[src/logic/ahb_cap_config.svh]
`ifndef AHB_CAP_CONFIG_SVH
`define AHB_CAP_CONFIG_SVH

// Index width of the read-data buffer, giving 2**DEPTH words.
`define AHB_CAP_DEPTH 4

// Width of hwdata, hrdata, the operands and the buffer words.
`define AHB_CAP_WIDTH 32

`endif

[src/logic/ahb_cap_pkg.sv]
package ahb_cap_pkg;

`include "ahb_cap_config.svh"

    typedef logic [`AHB_CAP_WIDTH-1:0] word_t;
    typedef logic [31:0]               haddr_t;
    typedef logic [`AHB_CAP_DEPTH-1:0] buf_idx_t;

    // Transfer control fields as driven on the bus.
    typedef struct packed {
        logic [2:0] hsize;
        logic [2:0] hburst;
        logic [3:0] hprot;
        logic [2:0] htrans;  // Bits [1:0] carry the AHB code.
    } ahb_ctrl_t;

    // One captured command.
    typedef struct packed {
        haddr_t    haddr;
        logic      write;
        buf_idx_t  idx;
        ahb_ctrl_t ctrl;
        word_t     wdata;
    } ahb_req_t;

    typedef enum logic [1:0] {
        IDLE,
        ADDR,
        DATA,
        FINISH
    } seq_state_t;

endpackage

[src/logic/ahb_cap_top.sv]
`timescale 1ns/100ps

module ahb_cap_top (
    input  logic                                      clk,
    input  logic                                      rst,
    input  logic                                      start,
    input  logic                                      write,
    input  ahb_cap_pkg::buf_idx_t                     buf_idx,
    input  ahb_cap_pkg::haddr_t                       haddr_in,
    input  ahb_cap_pkg::word_t                        a,
    input  ahb_cap_pkg::word_t                        b,
    input  ahb_cap_pkg::ahb_ctrl_t                    ctrl_in,
    input  logic [$bits(ahb_cap_pkg::ahb_ctrl_t)-1:0] ctrl_en,
    input  ahb_cap_pkg::buf_idx_t                     rd_idx,
    output ahb_cap_pkg::word_t                        data_out,
    output logic                                      done,
    output logic                                      resp,
    output logic                                      busy,
    output ahb_cap_pkg::haddr_t                       haddr,
    output logic                                      hwrite,
    output logic [2:0]                                hsize,
    output logic [2:0]                                hburst,
    output logic [3:0]                                hprot,
    output logic [2:0]                                htrans,
    output ahb_cap_pkg::word_t                        hwdata,
    input  ahb_cap_pkg::word_t                        hrdata,
    input  logic                                      hready,
    input  logic                                      hresp
);

    ahb_cap_pkg::ahb_req_t cmd;
    logic                  cmd_load;
    logic                  rslt_valid;
    logic                  rslt_write;
    logic                  rslt_err;
    ahb_cap_pkg::buf_idx_t rslt_idx;
    ahb_cap_pkg::word_t    rslt_data;

    ctrl_capture u_ctrl_capture (
        .clk(clk), .rst(rst), .start(start), .write(write), .buf_idx(buf_idx),
        .haddr_in(haddr_in), .a(a), .b(b), .ctrl_in(ctrl_in), .ctrl_en(ctrl_en),
        .busy(busy), .cmd(cmd), .cmd_load(cmd_load)
    );

    ahb_master_seq u_ahb_master_seq (
        .clk(clk), .rst(rst), .cmd(cmd), .cmd_load(cmd_load), .hready(hready),
        .hresp(hresp), .hrdata(hrdata), .haddr(haddr), .hwrite(hwrite),
        .hsize(hsize), .hburst(hburst), .hprot(hprot), .htrans(htrans),
        .hwdata(hwdata), .busy(busy), .rslt_valid(rslt_valid),
        .rslt_write(rslt_write), .rslt_err(rslt_err), .rslt_idx(rslt_idx),
        .rslt_data(rslt_data)
    );

    capture_ram u_capture_ram (
        .clk(clk), .rst(rst), .rslt_valid(rslt_valid), .rslt_write(rslt_write),
        .rslt_err(rslt_err), .rslt_idx(rslt_idx), .rslt_data(rslt_data),
        .rd_idx(rd_idx), .data_out(data_out), .done(done), .resp(resp)
    );

endmodule

[src/logic/ahb_master_seq.sv]
`timescale 1ns/100ps

module ahb_master_seq (
    input  logic                  clk,
    input  logic                  rst,
    input  ahb_cap_pkg::ahb_req_t cmd,
    input  logic                  cmd_load,
    input  logic                  hready,
    input  logic                  hresp,
    input  ahb_cap_pkg::word_t    hrdata,
    output ahb_cap_pkg::haddr_t   haddr,
    output logic                  hwrite,
    output logic [2:0]            hsize,
    output logic [2:0]            hburst,
    output logic [3:0]            hprot,
    output logic [2:0]            htrans,
    output ahb_cap_pkg::word_t    hwdata,
    output logic                  busy,
    output logic                  rslt_valid,
    output logic                  rslt_write,
    output logic                  rslt_err,
    output ahb_cap_pkg::buf_idx_t rslt_idx,
    output ahb_cap_pkg::word_t    rslt_data
);

    ahb_cap_pkg::seq_state_t state;
    logic                    xfer;

    // NONSEQ and SEQ both have bit 1 set; IDLE and BUSY do not.
    assign xfer = cmd.ctrl.htrans[1];

    assign busy       = cmd_load || (state != ahb_cap_pkg::IDLE);
    assign rslt_valid = (state == ahb_cap_pkg::FINISH);

    always_ff @(posedge clk) begin
        if (rst) begin
            state <= ahb_cap_pkg::IDLE;
        end else begin
            case (state)
                ahb_cap_pkg::IDLE: begin
                    if (cmd_load) begin
                        state <= xfer ? ahb_cap_pkg::ADDR : ahb_cap_pkg::FINISH;
                    end
                end
                ahb_cap_pkg::ADDR:   state <= ahb_cap_pkg::DATA;  // Always one cycle.
                ahb_cap_pkg::DATA: begin
                    if (hready) begin
                        state <= ahb_cap_pkg::FINISH;
                    end
                end
                default: state <= ahb_cap_pkg::IDLE;
            endcase
        end
    end

    // htrans is only non-IDLE in the address phase.
    always_ff @(posedge clk) begin
        if (rst) begin
            htrans   <= '0;
            hwrite   <= 1'b0;
            hsize    <= '0;
            hburst   <= '0;
            hprot    <= '0;
            rslt_err <= 1'b0;
        end else begin
            htrans <= (cmd_load && xfer) ? cmd.ctrl.htrans : 3'b000;
            if (cmd_load) begin
                hwrite   <= cmd.write;
                hsize    <= cmd.ctrl.hsize;
                hburst   <= cmd.ctrl.hburst;  // Forwarded only.
                hprot    <= cmd.ctrl.hprot;
                rslt_err <= 1'b0;
            end else if (state == ahb_cap_pkg::DATA && hready) begin
                rslt_err <= hresp;
            end
        end
    end

    // hwdata stays put for the whole data phase.
    always_ff @(posedge clk) begin
        if (cmd_load) begin
            haddr      <= cmd.haddr;
            hwdata     <= cmd.wdata;
            rslt_write <= cmd.write || !xfer;  // No data to keep without a transfer.
            rslt_idx   <= cmd.idx;
        end
        if (state == ahb_cap_pkg::DATA && hready) begin
            rslt_data <= hrdata;
        end
    end

endmodule

[src/logic/capture_ram.sv]
`timescale 1ns/100ps

module capture_ram (
    input  logic                  clk,
    input  logic                  rst,
    input  logic                  rslt_valid,
    input  logic                  rslt_write,
    input  logic                  rslt_err,
    input  ahb_cap_pkg::buf_idx_t rslt_idx,
    input  ahb_cap_pkg::word_t    rslt_data,
    input  ahb_cap_pkg::buf_idx_t rd_idx,
    output ahb_cap_pkg::word_t    data_out,
    output logic                  done,
    output logic                  resp
);

    localparam int num_words = 2 ** $bits(ahb_cap_pkg::buf_idx_t);

    ahb_cap_pkg::word_t mem [num_words];
    logic               keep;

    // Only reads that ended OKAY land in the buffer.
    assign keep = rslt_valid && !rslt_write && !rslt_err;

    always_ff @(posedge clk) begin
        if (rst) begin
            for (int i = 0; i < num_words; i++) begin
                mem[i] <= '0;
            end
        end else if (keep) begin
            mem[rslt_idx] <= rslt_data;
        end
    end

    always_ff @(posedge clk) begin
        data_out <= mem[rd_idx];  // Old word on a same-cycle write.
    end

    // resp holds the last command's status until the next one ends.
    always_ff @(posedge clk) begin
        if (rst) begin
            done <= 1'b0;
            resp <= 1'b0;
        end else begin
            done <= rslt_valid;
            if (rslt_valid) begin
                resp <= rslt_err;
            end
        end
    end

endmodule

[src/logic/ctrl_capture.sv]
`timescale 1ns/100ps

module ctrl_capture (
    input  logic                                      clk,
    input  logic                                      rst,
    input  logic                                      start,
    input  logic                                      write,
    input  ahb_cap_pkg::buf_idx_t                     buf_idx,
    input  ahb_cap_pkg::haddr_t                       haddr_in,
    input  ahb_cap_pkg::word_t                        a,
    input  ahb_cap_pkg::word_t                        b,
    input  ahb_cap_pkg::ahb_ctrl_t                    ctrl_in,
    input  logic [$bits(ahb_cap_pkg::ahb_ctrl_t)-1:0] ctrl_en,
    input  logic                                      busy,
    output ahb_cap_pkg::ahb_req_t                     cmd,
    output logic                                      cmd_load
);

    ahb_cap_pkg::ahb_ctrl_t ctrl;
    ahb_cap_pkg::word_t     sum;
    logic                   take;

    assign take = start && !busy;  // Starts during a command are dropped.
    assign sum  = a + b;           // Carry out is lost.

    // Each control bit follows ctrl_in only while its own enable is set.
    always_ff @(posedge clk) begin
        if (rst) begin
            ctrl <= '0;
        end else begin
            ctrl <= (ctrl & ~ctrl_en) | (ctrl_in & ctrl_en);
        end
    end

    // Command fields. ctrl is taken before this cycle's enables apply.
    always_ff @(posedge clk) begin
        if (take) begin
            cmd.haddr <= haddr_in;
            cmd.write <= write;
            cmd.idx   <= buf_idx;
            cmd.ctrl  <= ctrl;
            cmd.wdata <= sum;
        end
    end

    always_ff @(posedge clk) begin
        if (rst) begin
            cmd_load <= 1'b0;
        end else begin
            cmd_load <= take;
        end
    end

endmodule

[config.mk]
export PLATFORM = sky130hd
export DESIGN_NAME = ahb_cap_top
export DESIGN_NICKNAME = d
export VERILOG_FILES = /design/src/logic/ahb_cap_pkg.sv /design/src/logic/ahb_cap_top.sv /design/src/logic/ahb_master_seq.sv /design/src/logic/capture_ram.sv /design/src/logic/ctrl_capture.sv
export VERILOG_INCLUDE_DIRS = /design/src /design/src/logic
export SDC_FILE = /design/constraint.sdc
export NUM_CORES = 1
export LEC_CHECK = 0
export BUFFER_PORTS_ARGS = -buffer_cell sky130_fd_sc_hd__buf_2
export CORE_MARGIN = 5
export CORE_UTILIZATION = 35
export CTS_BUF_LIST = sky130_fd_sc_hd__clkbuf_16
export DETAILED_ROUTE_END_ITERATION = 6
export PLACE_DENSITY = 0.61
export REMOVE_ABC_BUFFERS = 1
export SETUP_SLACK_MARGIN = 0.5
export SKIP_LAST_GASP = 1
export SYNTH_ARGS = -nofsm -noshare
export SYNTH_HDL_FRONTEND = slang
export SYNTH_SLANG_ARGS = --single-unit
[constraint.sdc]
create_clock -name clk -period 6 [get_ports clk]
set_clock_uncertainty 0.1 [all_clocks]
set_input_delay 0.6 -clock clk [delete_from_list [all_inputs] [get_ports clk]]
set_output_delay 0.6 -clock clk [all_outputs]
set_load 0.005 [all_outputs]
### Word level (Yosys, flattened, before mapping)

Memory sizes are Yosys's and may differ from the RTL's. A register that Yosys moved wholly into a read port is not among the register bits.
Index checks and enable logic that the tools add are counted.

| storage, ports and cells | value |
|---|---|
| register bits after elaboration | 216 |
| RAM bits | 512 |
| output and inout bits | 113 |
| memories kept | 1 |
| word-level logic and storage cells | 68 |

Memories:

| name | words | width | rd ports | clocked after memory_dff | wr ports | line | RTL |
|---|---|---|---|---|---|---|---|
| u_capture_ram.mem | 16 | 32 | 1 | 1 | 16 | capture_ram.sv:19 | `ahb_cap_pkg::word_t mem [num_words];` |

| operators by class | value |
|---|---|
| reductions and logical operators | 17 |
| add/sub/neg operators | 1 |
| muxes and demuxes | 12 |
| bitwise operators | 5 |
| equality and inequality tests | 5 |

Operators by type and width:

| kind | count |
|---|---|
| $add A32 B32 Y32 | 1 |
| $mux W32 | 1 |
| $reduce_or A32 Y1 | 1 |
| $and A13 B13 Y13 | 2 |
| $not A13 Y13 | 1 |
| $or A13 B13 Y13 | 1 |
| $mux W1 | 6 |
| $mux W2 | 3 |
| $pmux W2 S3 | 1 |
| $logic_and A1 B1 Y1 | 5 |
| $eq A2 B2 Y1 const B | 2 |
| $logic_not A1 Y1 | 4 |
| $mux W4 | 1 |
| $ne A2 B2 Y1 const B | 2 |
| $reduce_or A2 Y1 | 2 |
| $eq A2 B1 Y1 const B | 1 |
| $logic_not A2 Y1 | 1 |
| $logic_or A1 B1 Y1 | 2 |
| $reduce_and A2 Y1 | 1 |
| $reduce_bool A2 Y1 | 1 |
| $not A1 Y1 | 1 |

### Logic depth before layout (Yosys ltp)

| depth | value |
|---|---|
| depth in word-level cells | 8 |
| gate-level depth with buffers | 9 |

### Cells and area by module

A second synthesis with hierarchy kept.

| unflattened totals | value |
|---|---|
| cell total of the unflattened synthesis | 2072 |
| area total of the unflattened synthesis | 31053.5 µm² |

By module, submodules not included:

| module | seq. area each (µm²) | times used | area each (µm²) | cells each |
|---|---|---|---|---|
| capture_ram | 16055.4 | 1 | 22795.6 | 1563 |
| ctrl_capture | 2742.6 | 1 | 4533.1 | 342 |
| ahb_master_seq | 3373.2 | 1 | 3724.8 | 167 |

### Worst setup path after synthesis

Ideal clock, no wire load.

| timing path | value |
|---|---|
| kind | register to register |
| start | register u_ctrl_capture.cmd_load |
| end | register, netlist name u_ctrl_capture.cmd[0] |
| setup time | 450 ps |
| clock period less this slack | 4088 ps |
| path buffers | 1 |
| slack | 1912 ps |
| data arrival time | 3538 ps |
| stages on the path, launching flop included | 4 |
| required time | 5450 ps |
| cells stage by stage | dfxtp_1 clkbuf_1 nor2b_1 and2_1 |

| between the ends | value |
|---|---|
| word-level cells in the longest chain between the ends | 3 |

Ends and longest elaborated chain:

| what | line | RTL |
|---|---|---|
| from (decl) | ctrl_capture.sv:16 | `output logic cmd_load` |
| from (signal assigned) | ctrl_capture.sv:50 | `cmd_load <= take;` |
| $logic_or A1 B1 Y1 | ahb_master_seq.sv:32 | `assign busy = cmd_load \|\| (state != ahb_cap_pkg::IDLE);` |
| $logic_not A1 Y1 | ctrl_capture.sv:23 | `assign take = start && !busy;` |
| $logic_and A1 B1 Y1 | ctrl_capture.sv:23 |  |
| named net u_ctrl_capture.take | ctrl_capture.sv:21 | `logic take;` |

The timed path passes the listed nets, and every way through them passes these cells.
A chain may end at the register's enable or synchronous reset.

==> results.sh <==
export IMPL_status="completed"
export IMPL_setup_viol=0
export IMPL_synth_fa_ha_area_share_pct=1.44
export IMPL_cp_depth=8
export IMPL_grt_usage_pct=16.2
export IMPL_leakage_nw=13.9
export IMPL_endpoint="u_capture_ram.mem[0][11]"
export IMPL_synth_edf_count=695
export IMPL_synth_compound_area_share_pct=2.06
export IMPL_rows=110
export IMPL_drtPass1Iterations=5
export IMPL_yosysSeqAreaShare_pct=69.6
export IMPL_synthArstFlopShare_pct=0
export IMPL_fin_crit_ns=3.36
export IMPL_yosysMostFrequentCell="edfxtp_1"
export IMPL_ctsResizeCount=0
export IMPL_reg2reg_setup_slack_ns=2.64
export IMPL_tightest_slew_ns=1.10
export IMPL_design_core_area_sq_mm=0.0901
export IMPL_fin_crit_sh_pct=56.1
export IMPL_ir_drop_uv=240
export IMPL_cts_tree="built"
export IMPL_synth_mux_area_share_pct=12.1
export IMPL_reg2regPathDepth=8
export IMPL_fmax_ghz=0.297
export IMPL_clk_pin_slew_worst_paths_ns=0.06
export IMPL_cts_path_max_buffers=3
export IMPL_area_growth_pct=16.9
export IMPL_avgRoutedWirePerCell_um=23.3
export IMPL_slew_viol_final=0
export IMPL_syn_inst=1898
export IMPL_place_gp_congestion=0.906
export IMPL_tns_ns=0
export IMPL_die_x_um=312
export IMPL_critPathKind="reg2reg"
export IMPL_synth_seq_cells=760
export IMPL_wirelength_um=79400
export IMPL_drt_iter0_markers=1504
export IMPL_portBuffers=280
export IMPL_cts_root_buf="clkbuf_16"
export IMPL_die_height_um=312
export IMPL_finalNetCount=2367
export IMPL_ys_warn_count=0
export IMPL_regToRegEndpoint="u_capture_ram.mem[0][11]"
export IMPL_vias=17078
export IMPL_gr_total_overflow=0
export IMPL_max_cap_violations=0
export IMPL_seqPwrFrac_pct=51.4
export IMPL_grt_pass1_vias=18169
export IMPL_crit_fanout=33
export IMPL_ctsHoldBuffers=0
export IMPL_worstReg2RegStart="u_ahb_master_seq.state[1]"
export IMPL_synth_top_family_by_area="simple AND/OR/NAND/NOR gates"
export IMPL_critPathLaunch="u_ahb_master_seq.state[1]"
export IMPL_yosysTopAreaCell="edfxtp_1"
export IMPL_clock_latency_ns=0.63
export IMPL_crit_buf_inv=1
export IMPL_dpl_worst_slack_ns=2.49
export IMPL_start_kind="register"
export IMPL_ys_flop_type="edfxtp_1"
export IMPL_powerDensity_mw_per_mm2=339
export IMPL_max_stage_delay_ns=0.78
export IMPL_htreeDepth=3
export IMPL_end_kind="register"
export IMPL_die_area_sq_mm=0.0972
export IMPL_slowest_stage="or2_2"
export IMPL_vias_per_cell=5.01
export IMPL_start_util_pct=35.4
export IMPL_netlist_area_sq_mm=0.0319
export IMPL_ant_nets=0
export IMPL_rsz0062_at_grt="no"
export IMPL_synth_avg_cell_area_sq_um=16.8
export IMPL_postCtsSetupBuffers=0
export IMPL_p_switching_mw=2.97
export IMPL_slew_headroom_pct=26.6
export IMPL_pin_count=281
export IMPL_power_internal_mw=9.65
export IMPL_setup_ws_ns=2.64
export IMPL_grt_pass1_wl_um=119000
export IMPL_cp_top_family="simple AND/OR/NAND/NOR gates"
export IMPL_clkSinkCount=760
export IMPL_cts_made_buffers=85
export IMPL_synthTopCellsByArea="edfxtp_1 65%, mux4_2 11%, and2_1 10%"
export IMPL_p_clk_share_pct=40.5
export IMPL_yosysTopAreaCellShare_pct=65.5
export IMPL_hp_class="in2reg"
export IMPL_grt_max_degree=87
export IMPL_yosys_area_share_simple_pct=12.4
export IMPL_ys_types=60
export IMPL_synthTopCellsByCount="695 x edfxtp_1, 517 x and2_1, 160 x mux4_2"
export IMPL_drive_gt1_share_pct=28.3
export IMPL_required_ns=6.14
export IMPL_antenna_found_initial=22
export IMPL_crit_arrival_ns=3.50
export IMPL_path_cells="ha_1 -> nor2b_1 -> nor3b_2 -> and2b_1 -> nand2b_1 -> nor3_2 -> buf_4 -> or2_2"
export IMPL_swShare_pct=23.5
export IMPL_dp_hpwl_um=52200
export IMPL_hold_violations=0
export IMPL_synth_xor_area_share_pct=0.714
export IMPL_drcViolationCount=0
export IMPL_power_combinational_fraction_pct=8.0
export IMPL_nFillCells=7982
per-layer routing:
metal / GRT usage, % / vias up / part of all wire [%]
li1: - / 7638 / -
met1: 22.3 / 8619 / 43
met2: 24.5 / 683 / 45
met3: 6.13 / 120 / 10
met4: 3.72 / 18 / 1.8
met5: 0 / - / 0.15
worst min-delay path by stage:
stage	startpoint	end	slack [ns]	cells past startpoint
final	haddr_in[8]	u_ctrl_capture.cmd[58]	0.04	1
after global routing	haddr_in[27]	u_ctrl_capture.cmd[77]	0.01	1
after CTS	haddr_in[8]	u_ctrl_capture.cmd[58]	0.0004	1
after detailed placement	u_ctrl_capture.cmd[79]	u_ahb_master_seq.haddr[29]	0.30	0
after global placement	u_ctrl_capture.cmd[59]	u_ahb_master_seq.haddr[9]	0.30	0
after floorplan	u_ctrl_capture.cmd[50]	u_ahb_master_seq.haddr[0]	0.30	0
logic make-up after synthesis:
| kind of cell | count (synthesis) |
|---|---|
| AOI/OAI and AO/OA | 89 |
| adders and majority gates | 36 |
| and+or+nand+nor | 665 |
| muxes | 186 |
| DFF | 760 |
| buffers and inverters | 136 |
| xor gates and xnor gates | 26 |
cell type report:
cell class	instances	area, sq um	area share [%]
sequential	760	22200	59.5
multi-input combinational	1002	9230	24.8
clock buffer	85	2130	5.71
timing repair buffer	304	1610	4.31
tap	1176	1470	3.95
clock inverter	69	607	1.63
inverter	10	37.5	0.101
antenna	6	15.0	0.0403
state kept, by name, summed over array words and instances (netlist names), 2 cells and up, named ones only:
| name | flops |
|---|---|
| u_capture_ram.mem | 512 |
| u_ctrl_capture.cmd | 82 |
| u_ahb_master_seq.haddr | 32 |
| u_ahb_master_seq.hwdata | 32 |
| u_ahb_master_seq.rslt_data | 32 |
| u_capture_ram.data_out | 32 |
| u_ahb_master_seq.hprot | 4 |
| u_ahb_master_seq.rslt_idx | 4 |
| u_ahb_master_seq.hburst | 3 |
| u_ahb_master_seq.hsize | 3 |
| u_ahb_master_seq.htrans | 3 |
| u_ahb_master_seq.state | 2 |
power groups by stage:
| stage | Sequential [mW] | Clock, mW | Combinational, mW |
|---|---|---|---|
| after floorplan | 6.52 | 0 | 0.518 |
| after global placement | 6.59 | 0 | 1.02 |
| after detailed placement | 6.60 | 0 | 1.03 |
| after CTS | 6.50 | 5.21 | 1.04 |
| after global routing | 6.53 | 5.46 | 1.11 |
| final | 6.49 | 5.11 | 1.01 |
per-stage QoR:
stage | utilization [%] | power, mW | area (sq um) | cells | hold WS, ns
after detailed placement | 38.3 | 7.63 | 34500 | 3252 | 0.305
after global routing | 41.3 | 13.1 | 37300 | 3407 | 0.0150
after CTS | 41.3 | 12.7 | 37300 | 3406 | 0.000405
after floorplan | - | 7.04 | 31400 | 1772 | 0.300
after global placement | 38.3 | 7.61 | 34500 | 3252 | 0.301
final | 41.3 | 12.6 | 37300 | 3412 | 0.0443
cells in the final DEF (no fill, tap or decap), types with 3 or more instances in the layout:
cell type   synthesis  routed
clkinv_2            0      10
nand2_1            16      16
nand4_1             5       5
bufinv_16           0       9
nor2_1             61      49
inv_1              10      26
ha_1               35      35
nand3_1             7       7
a21o_1             17      17
a21oi_1            22      22
buf_2              14     278
o21a_1              7       7
dfxtp_1            65      64
edfxtp_1          695     695
clkinv_1            0      21
clkinvlp_4          0       3
inv_6               0       3
nor2_2              1      13
clkinv_4            0       3
and2_1            517     515
buf_4               0      24
xnor2_1            18      18
or2_2              16      16
clkbuf_16           0      85
o21ai_0            13      13
xor2_1              8       8
nor3_2              1       3
nor3_1             13      10
diode_2             0       6
mux2i_1            26      26
nor2b_1             7       7
nand2b_1            6       6
mux4_2            160     160
and3_1              7       7
Note: power is estimated with default switching activity, not from simulation.
